===== config.mk =====
export PLATFORM = sky130hd
export DESIGN_NAME = videoPostProcess
export DESIGN_NICKNAME = d
export VERILOG_FILES = /design/src/videoPkg.sv /design/src/pixelFifo.sv /design/src/videoTimingGen.sv /design/src/videoStartCtrl.sv /design/src/videoOutFormat.sv /design/src/videoWbRegs.sv /design/src/videoPostProcess.sv
export SDC_FILE = /design/constraint.sdc
export NUM_CORES = 1
export LEC_CHECK = 0
export BUFFER_PORTS_ARGS = -buffer_cell sky130_fd_sc_hd__buf_2
export CORE_MARGIN = 4
export CORE_UTILIZATION = 55
export CTS_BUF_LIST = sky130_fd_sc_hd__clkbuf_8
export DETAILED_ROUTE_END_ITERATION = 7
export PLACE_DENSITY = 0.77
export SLEW_MARGIN = 20
export SYNTH_ARGS = -nofsm -noshare
export SYNTH_HDL_FRONTEND = slang
export SYNTH_SLANG_ARGS = --single-unit

===== constraint.sdc =====
create_clock -name iVCLK -period 4.9 [get_ports iVCLK]
set_clock_uncertainty 0.15 [all_clocks]
set_input_delay 0 -clock iVCLK [delete_from_list [all_inputs] [get_ports iVCLK]]
set_output_delay 0 -clock iVCLK [all_outputs]
set_load 0.01 [all_outputs]

===== src/videoPkg.sv =====
// shared constants and types for the video output stage; referenced by scoped names only
package videoPkg;

	// ------------------------------
	// raster geometry
	// ------------------------------

	// horizontal sizes in clocks, order is active, front, sync, back
	localparam int cHActive = 16;
	localparam int cHFront  = 2;
	localparam int cHSync   = 3;
	localparam int cHBack   = 4;
	localparam int cHTotal  = cHActive + cHFront + cHSync + cHBack;

	// vertical sizes in lines
	localparam int cVActive = 4;
	localparam int cVFront  = 1;
	localparam int cVSync   = 2;
	localparam int cVBack   = 2;
	localparam int cVTotal  = cVActive + cVFront + cVSync + cVBack;

	// ------------------------------
	// pixel buffer
	// ------------------------------

	// one yuyv word per clock
	localparam int cPixelWidth   = 16;
	// depth must be a power of two, pointers wrap naturally
	localparam int cFifoDepth    = 32;
	// fill count needs one bit more than the pointers
	localparam int cLevelWidth   = 6;
	// pixels to hold before the raster leaves reset
	localparam int cPrefillLevel = 8;

	// ------------------------------
	// wishbone word addresses
	// ------------------------------
	localparam logic [1:0] cAdrCtrl   = 2'd0;
	localparam logic [1:0] cAdrStatus = 2'd1;
	localparam logic [1:0] cAdrLevel  = 2'd2;

	// start-up control states, also readable in STATUS[2:1]
	typedef enum logic [1:0]
	{
		stIdle  = 2'd0,
		stFill  = 2'd1,
		stRun   = 2'd2,
		stUnder = 2'd3
	} tStartState;

endpackage


===== src/pixelFifo.sv =====
// single clock pixel line buffer between the camera side and the display raster
`timescale 1ns/1ps

module pixelFifo
(
	input  logic                               iVCLK,
	input  logic                               iVRST,
	input  logic                               i_flush,
	input  logic [videoPkg::cPixelWidth-1:0]   i_wrData,
	input  logic                               i_wrEn,
	input  logic                               i_rdEn,
	output logic [videoPkg::cPixelWidth-1:0]   o_rdData,
	output logic [videoPkg::cLevelWidth-1:0]   o_level,
	output logic                               o_full,
	output logic                               o_underflow
);

	// pixel storage
	logic [videoPkg::cPixelWidth-1:0] mem [videoPkg::cFifoDepth];
	logic [$clog2(videoPkg::cFifoDepth)-1:0] wrPtr;
	logic [$clog2(videoPkg::cFifoDepth)-1:0] rdPtr;
	logic [videoPkg::cLevelWidth-1:0] count;
	logic empty;
	logic wrOk;
	logic rdOk;

	// flags straight from the count
	assign empty  = (count == '0);
	assign o_full = (int'(count) == videoPkg::cFifoDepth);
	assign wrOk   = i_wrEn & ~o_full;
	assign rdOk   = i_rdEn & ~empty;
	assign o_level = count;

	// a write while full is simply dropped
	always_ff @(posedge iVCLK)
	begin
		if (wrOk)
		begin
			mem[wrPtr] <= i_wrData;
		end
	end

	// registered read data lines up with the registered data-enable
	always_ff @(posedge iVCLK)
	begin
		if (i_rdEn)
		begin
			o_rdData <= rdOk ? mem[rdPtr] : '0;
		end
	end

	// pointers, count and underflow pulse
	always_ff @(posedge iVCLK)
	begin
		if (iVRST || i_flush)
		begin
			wrPtr       <= '0;
			rdPtr       <= '0;
			count       <= '0;
			o_underflow <= 1'b0;
		end
		else
		begin
			// pop refused on empty
			o_underflow <= i_rdEn & empty;
			if (wrOk)
			begin
				wrPtr <= wrPtr + 1'b1;
			end
			if (rdOk)
			begin
				rdPtr <= rdPtr + 1'b1;
			end
			// simultaneous push and pop keeps the count
			case ({wrOk, rdOk})
				2'b10:   count <= count + 1'b1;
				2'b01:   count <= count - 1'b1;
				default: count <= count;
			endcase
		end
	end

endmodule


===== src/videoTimingGen.sv =====
// raster counters for the display side; early fetch strobe plus registered sync and data-enable
`timescale 1ns/1ps

module videoTimingGen
(
	input  logic iVCLK,
	input  logic iVRST,
	input  logic i_hold,
	output logic o_fetch,
	output logic o_hSync,
	output logic o_vSync,
	output logic o_de
);

	logic [$clog2(videoPkg::cHTotal)-1:0] hCount;
	logic [$clog2(videoPkg::cVTotal)-1:0] vCount;
	logic hActive;
	logic vActive;
	logic hSyncNow;
	logic vSyncNow;
	logic hLast;
	logic vLast;

	// ------------------------------
	// decode of the current counts
	// ------------------------------

	// active area sits at the start of line and frame
	assign hActive = (int'(hCount) < videoPkg::cHActive);
	assign vActive = (int'(vCount) < videoPkg::cVActive);

	// sync after the front porch
	assign hSyncNow = (int'(hCount) >= videoPkg::cHActive + videoPkg::cHFront) &&
		(int'(hCount) < videoPkg::cHActive + videoPkg::cHFront + videoPkg::cHSync);
	assign vSyncNow = (int'(vCount) >= videoPkg::cVActive + videoPkg::cVFront) &&
		(int'(vCount) < videoPkg::cVActive + videoPkg::cVFront + videoPkg::cVSync);

	assign hLast = (int'(hCount) == videoPkg::cHTotal - 1);
	assign vLast = (int'(vCount) == videoPkg::cVTotal - 1);

	// one clock ahead of o_de, buffer pops on this
	assign o_fetch = ~i_hold & hActive & vActive;

	// ------------------------------
	// counters and output registers
	// ------------------------------
	always_ff @(posedge iVCLK)
	begin
		if (iVRST || i_hold)
		begin
			// parked at 0,0, first clock after release is the first active pixel
			hCount  <= '0;
			vCount  <= '0;
			o_hSync <= 1'b0;
			o_vSync <= 1'b0;
			o_de    <= 1'b0;
		end
		else
		begin
			if (hLast)
			begin
				hCount <= '0;
				// vertical steps once per line
				vCount <= vLast ? '0 : vCount + 1'b1;
			end
			else
			begin
				hCount <= hCount + 1'b1;
			end
			// same decode as fetch, one clock later
			o_hSync <= hSyncNow;
			o_vSync <= vSyncNow;
			o_de    <= hActive & vActive;
		end
	end

endmodule


===== src/videoStartCtrl.sv =====
// start-up FSM; keeps the raster in reset until the buffer is prefilled and handles underflow
`timescale 1ns/1ps

module videoStartCtrl
(
	input  logic                             iVCLK,
	input  logic                             iVRST,
	input  logic                             i_enable,
	input  logic [videoPkg::cLevelWidth-1:0] i_level,
	input  logic                             i_underflow,
	output videoPkg::tStartState             o_state,
	output logic                             o_hold,
	output logic                             o_flush,
	output logic                             o_underflowSet
);

	videoPkg::tStartState state;
	videoPkg::tStartState nextState;
	logic prefilled;

	// enough pixels stored to survive the first lines
	assign prefilled = (int'(i_level) >= videoPkg::cPrefillLevel);

	// next state
	always_comb
	begin
		nextState = state;
		case (state)
			videoPkg::stIdle:
			begin
				nextState = videoPkg::stFill;
			end
			videoPkg::stFill:
			begin
				if (prefilled)
				begin
					nextState = videoPkg::stRun;
				end
			end
			videoPkg::stRun:
			begin
				if (i_underflow)
				begin
					nextState = videoPkg::stUnder;
				end
			end
			default:
			begin
				// one clock in stUnder, then refill
				nextState = videoPkg::stFill;
			end
		endcase
		// enable low wins from any state
		if (!i_enable)
		begin
			nextState = videoPkg::stIdle;
		end
	end

	always_ff @(posedge iVCLK)
	begin
		if (iVRST)
		begin
			state <= videoPkg::stIdle;
		end
		else
		begin
			state <= nextState;
		end
	end

	// outputs decoded from the state register
	assign o_state = state;
	// raster runs only in stRun
	assign o_hold = (state != videoPkg::stRun);
	assign o_flush = (state == videoPkg::stIdle);
	// stUnder lasts a single clock, so this is a pulse
	assign o_underflowSet = (state == videoPkg::stUnder);

endmodule


===== src/videoOutFormat.sv =====
// last register stage before the transmitter pins; blanks data and swaps the yuyv bytes
`timescale 1ns/1ps

module videoOutFormat
(
	input  logic                             iVCLK,
	input  logic                             iVRST,
	input  logic                             i_hSync,
	input  logic                             i_vSync,
	input  logic                             i_de,
	input  logic [videoPkg::cPixelWidth-1:0] i_pixel,
	output logic                             o_videoHs,
	output logic                             o_videoVs,
	output logic                             o_videoDe,
	output logic [videoPkg::cPixelWidth-1:0] o_videoData
);

	logic [videoPkg::cPixelWidth-1:0] swapped;

	// transmitter wants Y in the upper byte, chroma in the lower
	assign swapped = {i_pixel[7:0], i_pixel[15:8]};

	always_ff @(posedge iVCLK)
	begin
		if (iVRST)
		begin
			o_videoHs   <= 1'b0;
			o_videoVs   <= 1'b0;
			o_videoDe   <= 1'b0;
			o_videoData <= '0;
		end
		else
		begin
			// sync and de take the same stage as data
			o_videoHs <= i_hSync;
			o_videoVs <= i_vSync;
			o_videoDe <= i_de;
			// zero outside the active area
			o_videoData <= i_de ? swapped : '0;
		end
	end

endmodule


===== src/videoWbRegs.sv =====
// wishbone classic slave with the enable bit, sticky underflow flag, state and fill level
`timescale 1ns/1ps

module videoWbRegs
(
	input  logic                             iVCLK,
	input  logic                             iVRST,
	input  logic                             i_wbCyc,
	input  logic                             i_wbStb,
	input  logic                             i_wbWe,
	input  logic [1:0]                       i_wbAdr,
	input  logic [31:0]                      i_wbDatW,
	output logic [31:0]                      o_wbDatR,
	output logic                             o_wbAck,
	input  videoPkg::tStartState             i_state,
	input  logic                             i_full,
	input  logic [videoPkg::cLevelWidth-1:0] i_level,
	input  logic                             i_underflowSet,
	output logic                             o_enable
);

	logic request;
	logic wrCtrl;
	logic wrStatus;
	logic underflowFlag;
	logic [31:0] readMux;

	// new request, ack low between transfers
	assign request  = i_wbCyc & i_wbStb & ~o_wbAck;
	assign wrCtrl   = request & i_wbWe & (i_wbAdr == videoPkg::cAdrCtrl);
	assign wrStatus = request & i_wbWe & (i_wbAdr == videoPkg::cAdrStatus);

	// ------------------------------
	// read mux
	// ------------------------------
	always_comb
	begin
		case (i_wbAdr)
			videoPkg::cAdrCtrl:   readMux = {31'd0, o_enable};
			// full, state, sticky flag
			videoPkg::cAdrStatus: readMux = {28'd0, i_full, i_state, underflowFlag};
			videoPkg::cAdrLevel:  readMux = {{(32 - videoPkg::cLevelWidth){1'b0}}, i_level};
			default:              readMux = '0;
		endcase
	end

	// ack, read data and registers
	always_ff @(posedge iVCLK)
	begin
		if (iVRST)
		begin
			o_wbAck       <= 1'b0;
			o_wbDatR      <= '0;
			o_enable      <= 1'b0;
			underflowFlag <= 1'b0;
		end
		else
		begin
			// single clock ack, data valid with it
			o_wbAck  <= request;
			o_wbDatR <= (request & ~i_wbWe) ? readMux : '0;
			if (wrCtrl)
			begin
				o_enable <= i_wbDatW[0];
			end
			// set beats write-one-to-clear
			if (i_underflowSet)
			begin
				underflowFlag <= 1'b1;
			end
			else if (wrStatus && i_wbDatW[0])
			begin
				underflowFlag <= 1'b0;
			end
		end
	end

endmodule


===== src/videoPostProcess.sv =====
// top of the video output stage; buffer, raster timing, start-up control, formatter, registers
`timescale 1ns/1ps

module videoPostProcess
(
	input  logic                             iVCLK,
	input  logic                             iVRST,
	// pixel source
	input  logic [videoPkg::cPixelWidth-1:0] i_pixelData,
	input  logic                             i_pixelValid,
	output logic                             o_pixelFull,
	// wishbone
	input  logic                             i_wbCyc,
	input  logic                             i_wbStb,
	input  logic                             i_wbWe,
	input  logic [1:0]                       i_wbAdr,
	input  logic [31:0]                      i_wbDatW,
	output logic [31:0]                      o_wbDatR,
	output logic                             o_wbAck,
	// transmitter
	output logic                             o_videoHs,
	output logic                             o_videoVs,
	output logic                             o_videoDe,
	output logic [videoPkg::cPixelWidth-1:0] o_videoData
);

	logic [videoPkg::cPixelWidth-1:0] rdData;
	logic [videoPkg::cLevelWidth-1:0] level;
	logic underflow;
	logic fetch;
	logic hSync;
	logic vSync;
	logic de;
	logic hold;
	logic flush;
	logic underflowSet;
	logic enable;
	videoPkg::tStartState state;

	// ------------------------------
	// line buffer
	// ------------------------------
	pixelFifo pixelFifo_i
	(
		.iVCLK(iVCLK),           .iVRST(iVRST),
		.i_flush(flush),
		.i_wrData(i_pixelData),  .i_wrEn(i_pixelValid),
		.i_rdEn(fetch),          .o_rdData(rdData),
		.o_level(level),         .o_full(o_pixelFull),
		.o_underflow(underflow)
	);

	// raster, parked while hold is high
	videoTimingGen videoTimingGen_i
	(
		.iVCLK(iVCLK),           .iVRST(iVRST),
		.i_hold(hold),           .o_fetch(fetch),
		.o_hSync(hSync),         .o_vSync(vSync),
		.o_de(de)
	);

	// prefill and underflow handling
	videoStartCtrl videoStartCtrl_i
	(
		.iVCLK(iVCLK),           .iVRST(iVRST),
		.i_enable(enable),       .i_level(level),
		.i_underflow(underflow), .o_state(state),
		.o_hold(hold),           .o_flush(flush),
		.o_underflowSet(underflowSet)
	);

	// ------------------------------
	// output stage and registers
	// ------------------------------
	videoOutFormat videoOutFormat_i
	(
		.iVCLK(iVCLK),           .iVRST(iVRST),
		.i_hSync(hSync),         .i_vSync(vSync),
		.i_de(de),               .i_pixel(rdData),
		.o_videoHs(o_videoHs),   .o_videoVs(o_videoVs),
		.o_videoDe(o_videoDe),   .o_videoData(o_videoData)
	);

	videoWbRegs videoWbRegs_i
	(
		.iVCLK(iVCLK),           .iVRST(iVRST),
		.i_wbCyc(i_wbCyc),       .i_wbStb(i_wbStb),
		.i_wbWe(i_wbWe),         .i_wbAdr(i_wbAdr),
		.i_wbDatW(i_wbDatW),     .o_wbDatR(o_wbDatR),
		.o_wbAck(o_wbAck),       .i_state(state),
		.i_full(o_pixelFull),    .i_level(level),
		.i_underflowSet(underflowSet),
		.o_enable(enable)
	);

endmodule


# == After elaboration in Yosys (flattened, before gate mapping) ==
# Memory sizes are Yosys's and may differ from the RTL's. A register that Yosys moved wholly into a read port is not among the register bits.
# Cells that the tools add are included.
# word_totals
regBits,85
ramBits,512
elab_cells,91
mem_count,1
# mem_list
memory,depth,width,read_ports,rd_ports_with_merged_regs,write_ports,line_no,source
pixelFifo_i.mem,32,16,1,1,1,pixelFifo.sv:19,logic [videoPkg::cPixelWidth-1:0] mem [videoPkg::cFifoDepth];
# op_classes
n_addsub,6
magnitude_cmp,7
n_eq_ne,13
mux,10
bitwise,20
reduce_logical,16
# op_table
operator,count
$pmux 6 s3,1
$add 5x1->5 const B,3
$and 1x1->1,12
$pmux 6 s2,1
$lt 5x5->1 const B,2
$eq 2x2->1 const B,4
$lt 4x3->1 const B,2
$not 1->1,8
$reduce_or 2->1,4
$add 6x1->6 const B,1
$eq 2x1->1 const B,3
$eq 6x6->1 const B,1
$ge 6x4->1 const B,1
$logic_not 6->1,1
$sub 6x1->6 const B,1
$eq 5x4->1 const B,1
$ge 5x5->1 const B,1
$add 4x1->4 const B,1
$eq 4x4->1 const B,1
$ge 4x3->1 const B,1
$logic_not 2->1,2
$mux 1,4
$mux 2,2
$mux 4,1
other kinds (8),13

# == Logic depth before layout (Yosys ltp) ==
# depth
word_depth,7
mapped_depth,15
mapped_depth_nobuf,13

# == Hierarchy ==
# A second synthesis with hierarchy kept.
# unflattened
cells_unflattened,1367
area_unflattened_um2,23448.7
# by_module_without_submodules
module,instances,cells_per_inst,area_per_inst_um2,seq_area_each_um2
pixelFifo,1,1185,21609.5,16195.5
videoOutFormat,1,40,564.3,380.4
videoTimingGen,1,59,558.0,240.2
videoWbRegs,1,65,540.5,180.2
videoStartCtrl,1,18,176.4,40.0

# == Least setup slack after synthesis ==
# OpenSTA, ideal clock, no wires.
# synth_timing
kind,reg-to-reg
from,"register videoStartCtrl_i.state[0], in the netlist videoStartCtrl_i.o_state[0]"
to,register pixelFifo_i.count (netlist bit pixelFifo_i.o_level[4])
arrival_time_ns,3.770
slack_ns,0.910
path_stages_with_launch,15
path_buffers,1
path_cell_list,dfxtp_1 inv_1 ha_1 nor4b_2 o31ai_4 inv_4 ha_1 clkbuf_1 xor2_1 ha_1 a21oi_1 a32o_1 a21oi_1 or3_1 a21oi_1
# synth_between
elab_chain_len,7
# synth_lines
item,line_no,source
from (decl),videoStartCtrl.sv:17,videoPkg::tStartState state;
from (signal assigned),videoStartCtrl.sv:64,state <= videoPkg::stIdle;
from (signal assigned),videoStartCtrl.sv:68,state <= nextState;
$ne 2x2->1 *,videoStartCtrl.sv:75,assign o_hold = (state != videoPkg::stRun);
$not 1->1 *,videoTimingGen.sv:42,assign o_fetch = ~i_hold & hActive & vActive;
$and 1x1->1 * (2 in series),videoTimingGen.sv:42,
via fetch,videoPostProcess.sv:30,logic fetch;
$and 1x1->1 *,pixelFifo.sv:31,assign rdOk = i_rdEn & ~empty;
via pixelFifo_i.rdOk,pixelFifo.sv:25,logic rdOk;
$eq 2x1->1 or $eq 2x2->1 (tied branches),pixelFifo.sv:75,"case ({wrOk, rdOk})"
$pmux 6 s2 or $reduce_bool 2->1 (tied branches),--,
to (signal assigned),pixelFifo.sv:76,2'b10: count <= count + 1'b1;
to (signal assigned),pixelFifo.sv:77,2'b01: count <= count - 1'b1;
to (signal assigned),pixelFifo.sv:78,default: count <= count;
to (decl),pixelFifo.sv:22,logic [videoPkg::cLevelWidth-1:0] count;
# Mark *: on every way through the listed nets, which the timed path passes. The rest lies on a longest branch.
# A chain may end at the register's enable or synchronous reset.

# == Worst setup path after layout ==
# layout_timing
from,register pixelFifo_i.count (netlist bit pixelFifo_i.o_level[2])
to,register pixelFifo_i.count (netlist bit pixelFifo_i.o_level[4])
# layout_between
elab_chain_len,5
# layout_lines
item,line_no,source
$logic_not 6->1 *,pixelFifo.sv:28,assign empty = (count == '0);
$not 1->1 *,pixelFifo.sv:31,
$and 1x1->1 *,pixelFifo.sv:31,
via pixelFifo_i.rdOk,pixelFifo.sv:25,
$eq 2x1->1 or $eq 2x2->1 (tied branches),pixelFifo.sv:75,
$pmux 6 s2 or $reduce_bool 2->1 (tied branches),--,
# Marks and branches as above.

==> impl_metrics.json <==
{
  "status": "completed",
  "drtAntennaViolNets": 0,
  "grt_setup_unrepaired": "false",
  "min-delay-path-class": "primary input to register",
  "path_clk_slew_ps": 60,
  "max_cap_viol_count": 0,
  "placementRows": 74,
  "cp_data_arrival_time_ps": 3910,
  "ys_top_cells_by_area": "edfxtp_1 (69%), mux4_2 (12%), dfxtp_1 (5.2%)",
  "routedWlPerCell_microns": 24.1,
  "power.leakage_nw": 8.29,
  "dp.final_hpwl_mm": 26.7,
  "cts_resized": 0,
  "achievable-frequency_mhz": 284,
  "report.final.setup_viol": 0,
  "routed_wirelength_mm": 47.0,
  "synth_sequential_area_ratio_pct": 74.3,
  "cts_tree": "yes",
  "worst-path-max-fanout": 18,
  "number_of_cells_traversed_by_the_worst_hold_path": 3,
  "finish.net_count": 1426,
  "top_level_pins": 109,
  "grtUsageTotal_pct": 21.2,
  "postCtsSetupRepairBufs": 0,
  "htree_num_levels": 3,
  "finalMaxSlewViolations": 0,
  "synth_cell_type_count": 53,
  "start_kind": "register",
  "filler_cell_count": 2748,
  "portBuffers": 51,
  "clkSinkCount": 587,
  "maxSlewHeadroom_pct": 45.2,
  "ctsRootBufferMaster": "clkbuf_8",
  "routed_via_density": 5.98,
  "routabilityCongestion": 0.784,
  "worstRegToRegCells": 12,
  "synth-edff-count": 528,
  "crit_path_end_kind": "register",
  "final.period_utilization_pct": 71.8,
  "critical_path_required_ps": 5300,
  "largest_area_contributor_in_the_synthesized_netlist": "edfxtp_1",
  "cpLargestDelayFamily": "simple AND/OR/NAND/NOR gates",
  "grt_first_pass_wirelength_mm": 70.7,
  "numCtsBuffers": 91,
  "cp.buffers_inverters": 2,
  "ctsLongestPathBuffers": 3,
  "timing.setup.critical_path_class": "register to register",
  "dieArea_sq_mm": 0.0450,
  "flow.area_growth_from_synthesis_pct": 12.0,
  "cpMostUsedCell": "a21oi_1",
  "insertedDiodeCount": 0,
  "hold_path.startpoint": "iVRST",
  "antenna_found_initial": 1,
  "worst_case_hold_path_end_point": "videoTimingGen_i.o_de",
  "syn-instance-count": 1200,
  "netlist_area_sq_mm": 0.0229,
  "ys_ff_latch": 587,
  "yosysMostFrequentCell": "edfxtp_1",
  "r2r_slack_ps": 1380,
  "worst_path_largest_cell_delay_ps": 620,
  "fin_tns_setup_ps": 0,
  "cellPowerDensity_mw_per_mm2": 359,
  "synth_largest_type_area_fraction_pct": 69.2,
  "highest_delay_cell_along_the_critical_path": "or4_4",
  "via_count_of_the_first_global_routing_pass": 11800,
  "dieWidth_microns": 212,
  "core_area_sq_mm": 0.0410,
  "grt_overflow_total": 0,
  "detail_route.drc_violations": 0,
  "vdd_drop_max_mv": 0.195,
  "synthArstFlopShare_pct": 0,
  "layout-drive-gt1-share_pct": 25.1,
  "report.final.hold_viol_count": 0,
  "regToRegStartpoint": "pixelFifo_i.o_level[2]",
  "postSynth.topFlopCell": "edfxtp_1",
  "rr_endpoint": "pixelFifo_i.o_level[4]",
  "initialDrtViolationCount": 1354,
  "grt_start_max_net_pins": 47,
  "ys_top_cells_by_count": "edfxtp_1 (528), mux4_2 (127), nor2_1 (70)",
  "worstMarginPinSlew_ps": 821,
  "crit_path_cell_trace": "or4_4, o31ai_4, buf_4, inv_4, ha_1, xor2_1, ha_1, a21oi_1, a32o_1, a21oi_1, or3_1, a21oi_1",
  "holdWs_ps": 127,
  "floorplan.die.height_microns": 212,
  "vias": 11700,
  "drt-pass1-iter-count": 5,
  "initial_utilization_pct": 55.9,
  "ys.warnings.count": 0,
  "clk_latency_ps": 640,
  "finalCriticalPeriod_ps": 3520,
  "synth.avg_cell_area_sq_um": 19.1
}
[worst reg2reg max path: stages (launching register included)]
cell	delay, ps
dfxtp_1	410
or4_4	630
o31ai_4	180
buf_4	310
inv_4	90
ha_1	320
xor2_1	180
ha_1	190
a21oi_1	240
a32o_1	220
a21oi_1	50
or3_1	320
a21oi_1	140
[layout by cell type (no fill, tap or decap), drive strengths merged, types with 20 or more instances in the layout]
cell,count
edfxtp,528
mux4,127
buf,95
clkbuf,94
nor2,70
dfxtp,59
inv,52
nand2,45
o22ai,34
dlygate4sd3,30
clkinv,29
conb,26
nor2b,25
nand2b,20
[layer usage]
| layer | share of wire, % | vias up | GRT usage (%) |
|---|---|---|---|
| met1 | 41 | 5982 | 30.2 |
| met3 | 9.3 | 80 | 5.34 |
| met4 | 3.0 | 2 | 7.22 |
| li1 | - | 5050 | - |
| met5 | 0.028 | - | 0 |
| met2 | 47 | 561 | 32.7 |
[timing repair]
item / 4_1_cts / 5_1_grt
setup endpoints to repair: 0 / 0
hold endpoints to repair: 692 / 0
hold buffers: 30 / 0
[power by group]
group / switching, W / leakage, nW / internal (W)
Clock: 0.00178 / 0.931 / 0.00182
Combinational: 0.000121 / 2.16 / 0.0000373
Sequential: 0.00000223 / 5.20 / 0.00545
[how the worst max path moves through the flow]
stage	end	startpoint	cells after the start	slack, ps
after floorplan	pixelFifo_i.o_level[4]	videoStartCtrl_i.o_state[0]	14	910
after CTS	pixelFifo_i.o_level[4]	pixelFifo_i.o_level[2]	12	1400
after detailed placement	pixelFifo_i.o_level[4]	pixelFifo_i.o_level[2]	12	1450
final	pixelFifo_i.o_level[4]	pixelFifo_i.o_level[2]	12	1380
after global placement	pixelFifo_i.o_level[4]	pixelFifo_i.o_level[2]	12	1500
after global routing	pixelFifo_i.o_level[4]	videoStartCtrl_i.o_state[0]	15	1170
[final cells by class]
| type | instances | area (sq um) | area share (%) |
|---|---|---|---|
| Clock buffer | 94 | 1290 | 5.04 |
| Timing Repair Buffer | 125 | 923 | 3.60 |
| Multi-Input combinational cell | 531 | 5380 | 21.0 |
| Tap cell | 532 | 666 | 2.59 |
| Sequential cell | 587 | 17000 | 66.4 |
| Inverter | 17 | 66.3 | 0.258 |
| Clock inverter | 67 | 303 | 1.18 |
[kinds of logic after synthesis]
kind of cell               after synthesis  synth area share [%]
muxes                                  152                  13.7
other                                    1                0.0164
xor gates and xnor gates                14                 0.535
AOI/OAI and AO/OA                       87                  2.65
buffers and inverters                  107                  2.64
and+or+nand+nor                        235                  5.25
DFF                                    587                  74.3
adders and majority gates               17                 0.928
[sequential cells by signal, indices dropped and copies added, names as in the netlist, 2 cells and up]
signal and cells:
pixelFifo_i.o_level 6, videoTimingGen_i.vCount 4, videoStartCtrl_i.o_state 2, pixelFifo_i.wrPtr 5
videoTimingGen_i.hCount 5, videoOutFormat_i.o_videoData 16, pixelFifo_i.o_rdData 16, pixelFifo_i.mem 512
videoWbRegs_i.o_wbDatR 6, pixelFifo_i.rdPtr 5
[per-stage QoR]
| step | power (W) | util [%] | setup slack (ps) | instances | instance area [sq um] |
|---|---|---|---|---|---|
| 6_report | 0.00922 | 62.6 | 1380 | 1953 | 25700 |
| 4_1_cts | 0.00929 | 62.6 | 1400 | 1953 | 25700 |
| 5_1_grt | 0.00955 | 62.6 | 1170 | 1953 | 25700 |
| 3_3_place_gp | 0.00569 | 58.0 | 1500 | 1762 | 23800 |
| 3_5_place_dp | 0.00570 | 58.0 | 1450 | 1762 | 23800 |
| 2_1_floorplan | 0.00562 | - | 910 | 1225 | 23000 |
No activity file was read; power rests on OpenSTA's default activity.
